[config.mk]
export PLATFORM = sky130hd
export DESIGN_NAME = sprite_scanner
export DESIGN_NICKNAME = d
export VERILOG_FILES = /design/src/source/sprite_pkg.sv /design/src/source/sprite_scanner.sv
export SDC_FILE = /design/constraint.sdc
export NUM_CORES = 1
export LEC_CHECK = 0
export BUFFER_PORTS_ARGS = -buffer_cell sky130_fd_sc_hd__buf_2
export CORE_UTILIZATION = 50
export DETAILED_ROUTE_END_ITERATION = 8
export GPL_TIMING_DRIVEN = 0
export HOLD_SLACK_MARGIN = 0.05
export PLACE_DENSITY = 0.82
export SYNTH_ARGS = -nofsm -noshare
export SYNTH_HDL_FRONTEND = slang
export SYNTH_SLANG_ARGS = --single-unit
[constraint.sdc]
create_clock -name clk -period 14.9 [get_ports clk]
set_input_delay 1.49 -clock clk [delete_from_list [all_inputs] [get_ports clk]]
set_output_delay 1.49 -clock clk [all_outputs]
set_load 0.01 [all_outputs]
[src/source/sprite_pkg.sv]
package sprite_pkg;

	// pixel coordinate width, covers the 448-clock line
	localparam int coord_w = 9;

	// pattern pixel color width, 0 is transparent
	localparam int color_w = 6;

	// entries per line buffer bank
	localparam int buf_depth = 1 << coord_w;

	// sprite size step of 8 pixels
	localparam int size_shift = 3;

	// pattern memory address width
	localparam int pat_w = 16;

	// scanner FSM
	typedef enum logic [2:0] {
		s_idle      = 3'd0,
		s_attr      = 3'd1,
		s_check     = 3'd2,
		s_fetch_req = 3'd3,
		s_fetch_ack = 3'd4,
		s_write     = 3'd5,
		s_next      = 3'd6
	} scan_state_t;

	// byte offsets inside the 8-byte attribute record
	// bytes 2 and 3 are reserved
	typedef enum logic [2:0] {
		// bit 7 enables the sprite
		attr_ctrl = 3'd0,
		// pattern base, in 256-pixel units
		attr_base = 3'd1,
		attr_x_lo = 3'd4,
		// bit 0 is x[8], bits 3:1 width code
		attr_x_hi = 3'd5,
		attr_y_lo = 3'd6,
		// bit 0 is y[8], bits 3:1 height code
		attr_y_hi = 3'd7
	} attr_byte_t;

endpackage

[src/source/sprite_scanner.sv]
`timescale 1ns/1ns

module sprite_scanner
	import sprite_pkg::*;
#(
	parameter int num_sprites = 32,
	parameter int line_pixels = 360
)
(
	input  logic               clk,
	input  logic               line_start,
	input  logic [coord_w-1:0] vline,
	output logic [7:0]         sf_ra,
	input  logic [7:0]         sf_rd,
	output logic               pat_req,
	output logic [pat_w-1:0]   pat_addr,
	input  logic [color_w-1:0] pat_data,
	input  logic               pat_ack,
	output logic               scan_we,
	output logic [coord_w-1:0] scan_addr,
	output logic [color_w:0]   scan_data
);

	// first sprite scanned, lowest priority
	localparam logic [4:0] last_sprite = 5'(num_sprites - 1);
	// first x that is clipped
	localparam logic [coord_w:0] pix_limit = (coord_w + 1)'(line_pixels);

	scan_state_t state;
	logic [4:0] spr_idx;
	// attribute read step, 0..5
	logic [2:0] step;
	// whole table done for this line
	logic line_done;
	logic [5:0] col;

	// latched attribute fields
	logic               spr_on;
	logic [7:0]         pat_base;
	logic [coord_w-1:0] spr_x;
	logic [2:0]         w_code;
	logic [7:0]         y_lo;
	logic [5:0]         row;

	logic [6:0]         spr_w;
	logic [6:0]         spr_h;
	logic [coord_w-1:0] target_line;
	logic [coord_w-1:0] spr_y;
	logic [coord_w-1:0] dy;
	logic               hit;
	logic [coord_w:0]   x_sum;
	logic [pat_w-1:0]   row_off;

	// read step to record byte, skipping reserved bytes
	function automatic attr_byte_t step_byte(input logic [2:0] s);
		case (s)
			3'd0: step_byte = attr_ctrl;
			3'd1: step_byte = attr_base;
			3'd2: step_byte = attr_x_lo;
			3'd3: step_byte = attr_x_hi;
			3'd4: step_byte = attr_y_lo;
			default: step_byte = attr_y_hi;
		endcase
	endfunction

	// 8 bytes per sprite record
	assign sf_ra = {spr_idx, step_byte(step)};

	// sizes in pixels, (code + 1) * 8
	assign spr_w = 7'({1'b0, w_code} + 4'd1) << size_shift;
	// y_hi byte is live on sf_rd during s_check
	assign spr_h = 7'({1'b0, sf_rd[3:1]} + 4'd1) << size_shift;

	// rendering one line ahead of the display
	assign target_line = vline + 1'b1;
	assign spr_y = {sf_rd[0], y_lo};
	// modulo 512, so sprites above y wrap to large values
	assign dy  = target_line - spr_y;
	assign hit = spr_on && (dy < {2'b00, spr_h});

	// one extra bit so the right edge clip does not wrap
	assign x_sum = {1'b0, spr_x} + {4'd0, col};

	// base * 256 + row * width + col
	assign row_off  = {10'd0, row} * {9'd0, spr_w};
	assign pat_addr = {pat_base, 8'h00} + row_off + {10'd0, col};

	// FSM and handshake
	always_ff @(posedge clk or posedge line_start)
	begin
		if (line_start)
		begin
			state     <= s_idle;
			spr_idx   <= last_sprite;
			step      <= 3'd0;
			line_done <= 1'b0;
			col       <= 6'd0;
			pat_req   <= 1'b0;
			scan_we   <= 1'b0;
		end
		else
		begin
			case (state)
				s_idle:
				begin
					if (!line_done)
						state <= s_attr;
				end
				// six reads back to back
				s_attr:
				begin
					step <= step + 3'd1;
					if (step == 3'd5)
						state <= s_check;
				end
				s_check:
				begin
					col <= 6'd0;
					if (hit)
						state <= s_fetch_req;
					else
						state <= s_next;
				end
				// previous ack must be gone first
				s_fetch_req:
				begin
					if (!pat_ack)
					begin
						pat_req <= 1'b1;
						state   <= s_fetch_ack;
					end
				end
				// waits here as long as memory stalls
				s_fetch_ack:
				begin
					if (pat_ack)
					begin
						pat_req <= 1'b0;
						scan_we <= (pat_data != '0) && (x_sum < pix_limit);
						state   <= s_write;
					end
				end
				s_write:
				begin
					scan_we <= 1'b0;
					if ({1'b0, col} == spr_w - 7'd1)
						state <= s_next;
					else
					begin
						col   <= col + 6'd1;
						state <= s_fetch_req;
					end
				end
				// count down, sprite 0 goes last and wins
				s_next:
				begin
					step <= 3'd0;
					if (spr_idx == 5'd0)
					begin
						line_done <= 1'b1;
						state     <= s_idle;
					end
					else
					begin
						spr_idx <= spr_idx - 5'd1;
						state   <= s_attr;
					end
				end
				default: state <= s_idle;
			endcase
		end
	end

	// attribute and pixel capture
	always_ff @(posedge clk)
	begin
		case (state)
			// data lags the address by one step
			s_attr:
			begin
				case (step)
					3'd1: spr_on <= sf_rd[7];
					3'd2: pat_base <= sf_rd;
					3'd3: spr_x[7:0] <= sf_rd;
					3'd4:
					begin
						spr_x[coord_w-1] <= sf_rd[0];
						w_code           <= sf_rd[3:1];
					end
					3'd5: y_lo <= sf_rd;
					default: ;
				endcase
			end
			// dy is below 64 on a hit
			s_check: row <= dy[5:0];
			s_fetch_ack:
			begin
				if (pat_ack)
				begin
					scan_addr <= x_sum[coord_w-1:0];
					scan_data <= {1'b1, pat_data};
				end
			end
			default: ;
		endcase
	end

endmodule

# == Yosys cells after proc, flatten, opt, wreduce, memory -nomap -nowiden ==
# Index checks and enable logic that the tools add are counted.
# word_totals
ff_bits,70
input_bits,26
output_inout_bits,42
word_cells,87
# op_classes
reduce_logical,22
eq_ne,17
bitwise_logic,1
n_addsub,11
magnitude_cmp,2
muxes,17
n_mul,1
# ops
operator,n
one-hot mux 3 bit (7 select lines),1
AND reduction 2 bit,10
two-way mux 3 bit,6
adder 16 x 13 -> 16 bit,1
adder 16 x 6 -> 16 bit,1
"== test 3 bit, second input constant",5
one-hot mux 3 bit (5 select lines),1
"== test 3 x 2 -> 1 bit, second input constant",4
one-hot mux 6 bit (2 select lines),1
adder 9 x 6 -> 10 bit,1
"less-than comparator 10 x 9 -> 1 bit, second input constant",1
multiplier 6 x 4 -> 10 bit,1
"!= test 2 bit, second input constant",5
"adder 9 x 1 -> 9 bit, second input constant",1
less-than comparator 9 x 7 -> 1 bit,1
subtractor 9 bit,1
"adder 3 x 1 -> 4 bit, second input constant",2
nonzero test 2 bit,4
== test 6 x 7 -> 1 bit,1
"subtractor 7 x 1 -> 7 bit, second input constant",1
"adder 6 x 1 -> 6 bit, second input constant",1
"== test 3 x 1 -> 1 bit, second input constant",2
logical NOT 3 bit,2
two-way mux 6 bit,1
11 further kinds,16

# == Logic depth before layout (Yosys ltp) ==
# Gate-level depths: netlist of the first run.
# logic_depth
ltp_word,6
mapped_depth,19
depth_no_buf,19

# == Worst setup path after synthesis of the first run ==
# Ideal clock, no wire load.
# synth_timing
kind,reg2out
from,reg w_code[0]
to,out pat_addr[14]
required_time_ps,13410
path_slack_ps,9074
n_path_buf,0
path_stages_with_launch,19
t_arrival_ps,4336
path_cell_list,edfxtp_1 > ha_1 > xor2_2 > nand2_1 > fa_1 > fa_1 > inv_1 > fa_1 > a21o_1 > a21oi_1 > o21bai_1 > a21oi_1 > xnor2_1 > ha_1 > nor2_1 > a21oi_1 > and3_1 > o21ai_0 > xnor2_1
# synth_via
elab_chain_cells,4
# synth_rtl
element,line,text
"start, declared",sprite_scanner.sv:41,logic [2:0] w_code;
"start signal, assigned",sprite_scanner.sv:188,w_code <= sf_rd[3:1];
adder 3 x 1 -> 4 bit,sprite_scanner.sv:70,"assign spr_w = 7'({1'b0, w_code} + 4'd1) << size_shift;"
multiplier 6 x 4 -> 10 bit,sprite_scanner.sv:85,"assign row_off = {10'd0, row} * {9'd0, spr_w};"
adder 16 x 13 -> 16 bit,sprite_scanner.sv:86,"assign pat_addr = {pat_base, 8'h00} + row_off + {10'd0, col};"
adder 16 x 6 -> 16 bit,sprite_scanner.sv:86,
"end, declared",sprite_scanner.sv:16,"output logic [pat_w-1:0] pat_addr,"
# Every way passes these cells.

# == Final worst setup path of the first run ==
# Same ends and word-level chain as after synthesis.

==> summary.md, run 1 <==
| Metric | Value |
|---|---|
| Endpoint required time on the critical path | 13410 ps |
| Antenna violations before repair | 0 |
| Starting DRC count in detailed routing | 151 |
| Wire length of the first global-routing pass | 15600 um |
| CTS tree | yes |
| Starting density of the core | 0.513 |
| Setup_tns | 0 ps |
| HPWL after detailed placement | 7250 um |
| Logic gate share of total power | 0.452 |
| First-pass iteration count of the detailed router | 4 |
| Sw frac | 0.399 |
| Total of endpoints with negative setup slack in the final report | 0 |
| Count of buffers from port buffering | 66 |
| Die Span X | 99.1 um |
| Relative slew slack | 0.474 |
| Number of nets in the final layout | 612 |
| Hold Slack | 499 ps |
| Number of pins with negative max-slew slack in the final report | 0 |
| Sequential fraction of design power | 0.351 |
| Clock root cell | sky130_fd_sc_hd__clkbuf_8 |
| Minimum period implied by the final worst setup slack | 6800 ps |
| Avg Inst Size Synth | 10.7 sq um |
| Post-DRT Antenna Nets | 0 |
| Internal power summed over all cells | 0.453 mW |
| Total congestion overflow after global routing | 0 |
| Maximum frequency from static timing analysis | 0.147 GHz |
| Final Cell Area | 0.00538 sq mm |
| DRC viols | 0 |
| Number of buffers created by CTS | 9 |
| Power spent charging and discharging nets | 0.301 mW |
| Placer Congestion | 0.837 |
| Clock transition at the registers of the reported paths | 90 ps |
| Crit path max fanout | 11 |
| Top Ports | 68 |
| Final Cycle Share | 0.456 |
| Synth-to-Final Area Change | 14.0% |
| Final wirelength | 9430 um |
| Number of maximum-capacitance violations | 0 |
| Layout Skew | 15.9 ps |
| Worst VDD drop | 0.000111 V |
| Worst-skew pair later-pin latency | 350 ps |
| Post-layout power | 0.753 mW |
| Startpoint types | flop |
| Post-synthesis async set-or-reset flop share | 0.286 |
| Floorplan die area | 0.00982 sq mm |
| Area after DPL | 0.00518 sq mm |
| Post-placement cell count | 618 |
| ANT cells | 0 |
| Maximum number of pins on one net before global-route repair | 21 |
| Filler Cells Inserted | 737 |
| Hold_buf cts | 0 |
| Number of distinct library cells after synthesis | 57 |
| Via count of the first global-routing pass | 3438 |
| Final Hold Fails | 0 |
| Worst hold-check path type | reg -> reg |
| Unrepaired setup endpoints after global routing | false |
| Most frequently used flop master after synthesis | sky130_fd_sc_hd__edfxtp_1 |
| Clock sink count | 70 |
| Outcome | complete, no violations |
| Number of cell rows | 35 |
| Die Span Y | 99.1 um |
| Yosys reg bits | 70 |
| Data arrival time at the worst-slack endpoint | 5310 ps |
| Post-synth EDFFs | 50 |
| Endpoint kind of the worst setup timing path | primary output |
| Area used by multi-input combinational logic | 0.00248 sq mm |
| # resized after CTS | 0 |
| Share of layout cells above drive strength 1 | 0.201 |
| Total setup buffers inserted after CTS | 0 |
| Ratio of total power to cell area | 140 mW/mm^2 |
| Yosys warning count | 0 |
| Clock network fraction of design power | 0.197 |
| Measured slew at the worst slew-check pin | 788 ps |
| Cells after Synth | 441 |
| Category of the most critical setup path | reg -> out |
| Mapped cell area | 0.00471 sq mm |
| Area occupied by registers | 0.00201 sq mm |
| Vias after detailed routing | 3492 |
| Wire length per cell | 14.9 um |
| H-tree levels | 3 |
| Longest Clk Path Bufs | 2 |
| Total core area | 0.00920 sq mm |
| Post-Layout Cell Count | 634 |
| Net count after synthesis | 535 |
| Sequential cell area fraction in the yosys report | 0.426 |
| Via density | 5.51 |
| P_leak | 2.51 nW |
| Overall global routing resource usage | 0.204 |
## cells by family after synthesis
| group | synth area share |
|---|---|
| AOI/OAI and AO/OA | 0.124 |
| xor gates and xnor gates | 0.0740 |
| adders and majority gates | 0.198 |
| buffers and inverters | 0.0470 |
| DFF | 0.426 |
| other | 0.000795 |
| and+or+nand+nor | 0.131 |
## state kept, by name, summed over array words and instances (netlist names), 5 cells and up
signal	count
scan_addr	9
spr_x	9
pat_base	8
y_lo	8
col	6
row	6
scan_data	6
spr_idx	5
## per-stage QoR
| stage | worst slack [ps] | util |
|---|---|---|
| 5_1_grt | 7710 | 0.585 |
| 6_report | 8100 | 0.585 |
| 3_3_place_gp | 8660 | 0.564 |
| 2_1_floorplan | 9070 | - |
| 3_5_place_dp | 8520 | 0.564 |
| 4_1_cts | 8120 | 0.585 |
## critical path: stages, from the launching register on
cell,delay [ps]
sky130_fd_sc_hd__edfxtp_1,560
sky130_fd_sc_hd__ha_1,330
sky130_fd_sc_hd__xor2_2,310
sky130_fd_sc_hd__nand2_1,130
sky130_fd_sc_hd__fa_1,490
sky130_fd_sc_hd__fa_1,540
sky130_fd_sc_hd__inv_1,70
sky130_fd_sc_hd__ha_1,290
sky130_fd_sc_hd__a21o_1,150
sky130_fd_sc_hd__a21oi_1,200
sky130_fd_sc_hd__o21ai_0,160
sky130_fd_sc_hd__nor2_1,140
sky130_fd_sc_hd__xnor2_1,130
sky130_fd_sc_hd__ha_1,290
sky130_fd_sc_hd__a21oi_1,250
sky130_fd_sc_hd__o211ai_1,160
sky130_fd_sc_hd__and3_1,210
sky130_fd_sc_hd__o21ai_0,250
sky130_fd_sc_hd__xnor2_1,160
sky130_fd_sc_hd__buf_2,150
## final timing paths
path                                  from           end  slack [ps]  depth (start not counted)
worst min-delay path             line_done     line_done         500                          1
max in group asynchronous       line_start      state[2]       13130                          2
worst min register to register   line_done     line_done         500                          1
worst max register to register     y_lo[1]      state[2]       11450                         14
worst max-delay path             w_code[0]  pat_addr[14]        8100                         19
min in group asynchronous       line_start       scan_we        1270                          2
## synth_stat cells, drive strengths merged, types with 2 or more instances
| master | count | share of area |
|---|---|---|
| or3 | 4 | 0.0053 |
| o21ai | 25 | 0.029 |
| a31oi | 3 | 0.0040 |
| a21oi | 23 | 0.024 |
| and3 | 6 | 0.0082 |
| a211oi | 3 | 0.0048 |
| buf | 5 | 0.0088 |
| nand2b | 5 | 0.0066 |
| xor2 | 15 | 0.029 |
| ha | 57 | 0.15 |
| nor2 | 28 | 0.022 |
| a211o | 2 | 0.0037 |
| a21o | 8 | 0.013 |
| and2 | 16 | 0.022 |
| o41ai | 2 | 0.0037 |
| o211ai | 3 | 0.0048 |
| o21a | 3 | 0.0048 |
| o2111ai | 2 | 0.0037 |
| dfstp | 5 | 0.028 |
| o21bai | 3 | 0.0048 |
| fa | 11 | 0.047 |
| edfxtp | 50 | 0.32 |
| or2 | 4 | 0.0053 |
| clkbuf | 2 | 0.0016 |
| nand2 | 25 | 0.020 |
| inv | 46 | 0.037 |
| nor4 | 2 | 0.0027 |
| nand3 | 13 | 0.015 |
| xnor2 | 24 | 0.045 |
| nor3 | 7 | 0.0074 |
| nor2b | 7 | 0.0093 |
| dfrtp | 15 | 0.080 |
## layout by cell type, fill, tap and decap left out, drive strengths merged, types with 5 or more instances in the layout
cell type,synthesis,layout
buf,5,71
ha,57,57
inv,46,52
edfxtp,50,50
nor2,28,28
nand2,25,25
o21ai,25,25
xnor2,24,24
a21oi,23,23
and2,16,16
dfrtp,15,15
xor2,15,15
nand3,13,13
fa,11,11
clkbuf,2,11
a21o,8,8
nor3,7,7
nor2b,7,7
and3,6,6
nand2b,5,5
dfstp,5,5
## layer usage
| metal | global-route usage | up-vias | share of wire |
|---|---|---|---|
| met5 | 0 | - | 0 |
| met4 | 0.111 | 0 | 0.031 |
| met3 | 0.0358 | 23 | 0.040 |
| met2 | 0.358 | 88 | 0.50 |
| met1 | 0.238 | 1664 | 0.43 |
| li1 | - | 1717 | - |
## power by group through the flow
stage	Sequential (mW)	Clock [mW]	Combinational [mW]
after global placement	0.267	0	0.327
after CTS	0.264	0.151	0.341
after floorplan	0.264	0	0.246
final	0.264	0.149	0.340
after detailed placement	0.268	0	0.337
after global routing	0.268	0.158	0.388
## layout make-up
class,count,area share
clock inverters,7,0.0128
flip-flops and latches,70,0.374
well taps,111,0.0258
repair buffers,66,0.0614
multi-input cells,318,0.462
plain buffers,7,0.00908
inverters,46,0.0321
clock buffers,9,0.0230
Power figures use the tool's default switching activity.
==> inputs of run 2 (changes only) <==
--- a/config.mk
+++ b/config.mk
@@ -10,7 +10,7 @@
 export DETAILED_ROUTE_END_ITERATION = 8
 export GPL_TIMING_DRIVEN = 0
 export HOLD_SLACK_MARGIN = 0.05
-export PLACE_DENSITY = 0.82
+export PLACE_DENSITY = 0.85
 export SYNTH_ARGS = -nofsm -noshare
 export SYNTH_HDL_FRONTEND = slang
 export SYNTH_SLANG_ARGS = --single-unit
==> constraint.sdc (replaced) <==
create_clock -name clk -period 6 [get_ports clk]
set_input_delay 0.6 -clock clk [delete_from_list [all_inputs] [get_ports clk]]
set_output_delay 0.6 -clock clk [all_outputs]
set_load 0.01 [all_outputs]
==> run 2 against run 1 <==
  * Final cell count increased by 0.79%
  * Sequential share of layout area down 0.37 points
  * Routed wire length grew 1.8%
  * Clock skew grew 0.93 ps
  * Global-route usage rose by 0.24 points
  * Total power rose to 2.5 times the previous value
  * Sequential power up 150%
  * Die area stayed put
==> summary.md, run 2 (same netlist as run 1, synthesis figures left out) <==
| Metric | Value |
|---|---|
| Critical Path Max Stage Delay | 540 ps (-20 ps) |
| Cell count along the critical path | 19 (unchanged) |
| Worst hold-check path type | in -> async |
| Measured slew at the worst slew-check pin | 790 ps (+2.34 ps) |
| Worst reg2reg setup slack | 2560 ps (-8890 ps) |
| Registers with the most flip-flops | scan_addr: 9 flops, spr_x: 9 flops |
| Logic depth of the worst register-to-register path | 14 (unchanged) |
| Maximum frequency from static timing analysis | 0.176 GHz |
| Post-Layout Cell Count | 639 (+0.79%) |
| Ratio of total power to cell area | 349 mW/mm^2 (+150%) |
| Minimum period implied by the final worst setup slack | 5680 ps |
| Kind of cell adding the most delay to the critical path | adder cells |
| Overall global routing resource usage | 0.206 (+0.00240) |
| Data arrival time at the worst-slack endpoint | 5080 ps (-230 ps) |
| CTS tree | yes |
| Wire length of the first global-routing pass | 15900 um (+1.7%) |
| Wire length per cell | 15.0 um (+0.98%) |
| Final Cycle Share | 0.947 |
| ANT cells | 0 (unchanged) |
| Startpoint types | flop |
| Number of nets in the final layout | 617 (+0.82%) |
| Worst-skew pair later-pin latency | 360 ps (about the same) |
| Number of maximum-capacitance violations | 0 (unchanged) |
| Most common library cell in the layout ignoring fill and taps | sky130_fd_sc_hd__buf_2 |
| Total of endpoints with negative setup slack in the final report | 0 (unchanged) |
| Share of layout cells above drive strength 1 | 0.210 (+0.00946) |
| Floorplan die area | 0.00982 sq mm (unchanged) |
| Crit path max fanout | 6 (-5) |
| Hold Slack | 368 ps (-131 ps) |
| Met1 routing resource usage after global routing | 0.244 (+0.00600) |
| Layout Skew | 16.8 ps (+0.927 ps) |
| Number of cell rows | 35 (unchanged) |
| Post-DRT Antenna Nets | 0 (unchanged) |
| Starting density of the core | 0.513 (unchanged) |
| Worst VDD drop | 0.000197 V (+78%) |
| Clock root cell | sky130_fd_sc_hd__clkbuf_8 |
| Grt peak-use layer | met2 |
| Top Ports | 68 (unchanged) |
| Terminus of the critical flop-to-flop path | state[2] |
| Buffering stage count on the worst path with inverters included | 3 (+1) |
| H-tree levels | 3 (unchanged) |
| Filler Cells Inserted | 737 (unchanged) |
| Commonest cells after routing, fill and taps aside | 66 x sky130_fd_sc_hd__buf_2, 57 x sky130_fd_sc_hd__ha_1, 50 x sky130_fd_sc_hd__edfxtp_1 |
| Via density | 5.50 (-0.10%) |
| Most frequent cell on the critical path | sky130_fd_sc_hd__ha_1 |
| Total congestion overflow after global routing | 0 (unchanged) |
| Met3 GRT Util | 0.0372 (+0.00141) |
| Antenna violations before repair | 0 (unchanged) |
| Die Span X | 99.1 um (unchanged) |
| Clock sink count | 70 (unchanged) |
| Cell-by-cell listing of the critical path | ha_1 > xor2_4 > and2_2 > fa_1 > inv_1 > fa_1 > inv_1 > ha_1 > a21oi_1 > o21ai_0 > nor2_1 > xnor2_1 > ha_1 > a21oi_2 > o211ai_1 > and3_1 > o21ai_0 > xnor2_1 > buf_2 |
| Category of the most critical setup path | reg -> out |
| Total core area | 0.00920 sq mm (unchanged) |
| Final wirelength | 9590 um (+1.8%) |
| Outcome | complete, no violations |
| Endpoint required time on the critical path | 5400 ps (-8010 ps) |
| HPWL after detailed placement | 7300 um (+0.77%) |
| P_leak | 2.53 nW (+0.96%) |
| Maximum number of pins on one net before global-route repair | 21 (unchanged) |
| Endpoint kind of the worst setup timing path | primary output |
| Clock transition at the registers of the reported paths | 100 ps (about the same) |
| Vias after detailed routing | 3516 (+0.69%) |
| Worst R2R Start | y_lo[1] |
| Count of buffers from port buffering | 66 (unchanged) |
| Placer Congestion | 0.861 (+2.8%) |
| Post-placement cell count | 618 (unchanged) |
| Relative slew slack | 0.472 (-0.00156) |
| Final Hold Fails | 0 (unchanged) |
| DRC viols | 0 (unchanged) |
| Slowest stage cell, crit path | sky130_fd_sc_hd__fa_1 |
| Number of buffers created by CTS | 9 (unchanged) |
| Number of pins with negative max-slew slack in the final report | 0 (unchanged) |
| Longest Clk Path Bufs | 2 (unchanged) |
| Synth-to-Final Area Change | 15.2% |
| Via count of the first global-routing pass | 3554 (+3.4%) |
| Die Span Y | 99.1 um (unchanged) |
| GR met2 Demand/Resource | 0.351 (-0.00699) |
| Starting DRC count in detailed routing | 144 (-4.6%) |
| First-pass iteration count of the detailed router | 4 (unchanged) |
-- run 2: cell count changes in the layout (fill, tap and decap cells not counted), sizes merged --
cell	before	now
clkinvlp	0	1
clkinv	1	0
buf	71	76
-- run 2: stage by stage --
step           TNS, ps  setup slack [ps]  total power, mW  utilization  cell area, sq um
5_1_grt          -13.5             -13.5             2.04        0.590              5430
6_report             0               319             1.89        0.590              5430
3_5_place_dp         0               442             1.51        0.564              5180
3_3_place_gp         0               657             1.47        0.564              5180
2_1_floorplan        0              1060             1.27            -              4710
4_1_cts              0              32.6             1.89        0.585              5380
-- run 2: worst reg2reg max path, delay by kind of cell (launching register included) --
family | cells | cell delay (ps)
AO/OA/AOI/OAI | 5 | 1270
XOR/XNOR | 1 | 150
adder cells (fa/ha/maj) | 4 | 1140
buffers and inverters | 2 | 140
flip-flops | 1 | 380
AND/OR/NAND/NOR | 2 | 220
-- run 2: repair_timing --
action / in CTS / in global routing
buffers inserted: 0 / 5
gates resized for setup: 0 / 2
endpoints found under the setup margin: 0 / 4
hold buffers: 0 / 0
-- run 2: final cells by class --
cell class / count / area [sq um] / area share
buffer: 7 / 48.8 / 0.00899
clock inverter: 7 / 70.1 / 0.0129
timing repair buffer: 71 / 368 / 0.0677
multi-input combinational: 318 / 2500 / 0.460
inverter: 46 / 173 / 0.0318
sequential: 70 / 2010 / 0.370
tap: 111 / 139 / 0.0256
clock buffer: 9 / 124 / 0.0228
-- run 2: worst max-delay path by stage --
| stage | start | to |
|---|---|---|
| 3_5_place_dp | w_code[0] | pat_addr[14] |
| 4_1_cts | w_code[0] | pat_addr[14] |
| 3_3_place_gp | w_code[0] | pat_addr[14] |
| 2_1_floorplan | w_code[0] | pat_addr[14] |
| 6_report | w_code[0] | pat_addr[14] |
| 5_1_grt | w_code[0] | pat_addr[14] |
-- run 2: layer usage --
metal | wire length [um] | up-vias
met2 | 4860 | 86
li1 | - | 1715
met1 | 3900 | 1685
met4 | 371 | 0
met3 | 459 | 30
met5 | 0 | -
-- run 2: power by group --
part           total [mW]  internal, mW  switching, mW
Clock               0.378         0.164          0.214
Combinational       0.858         0.370          0.489
Sequential          0.656         0.595         0.0610
Total                1.89          1.13          0.763
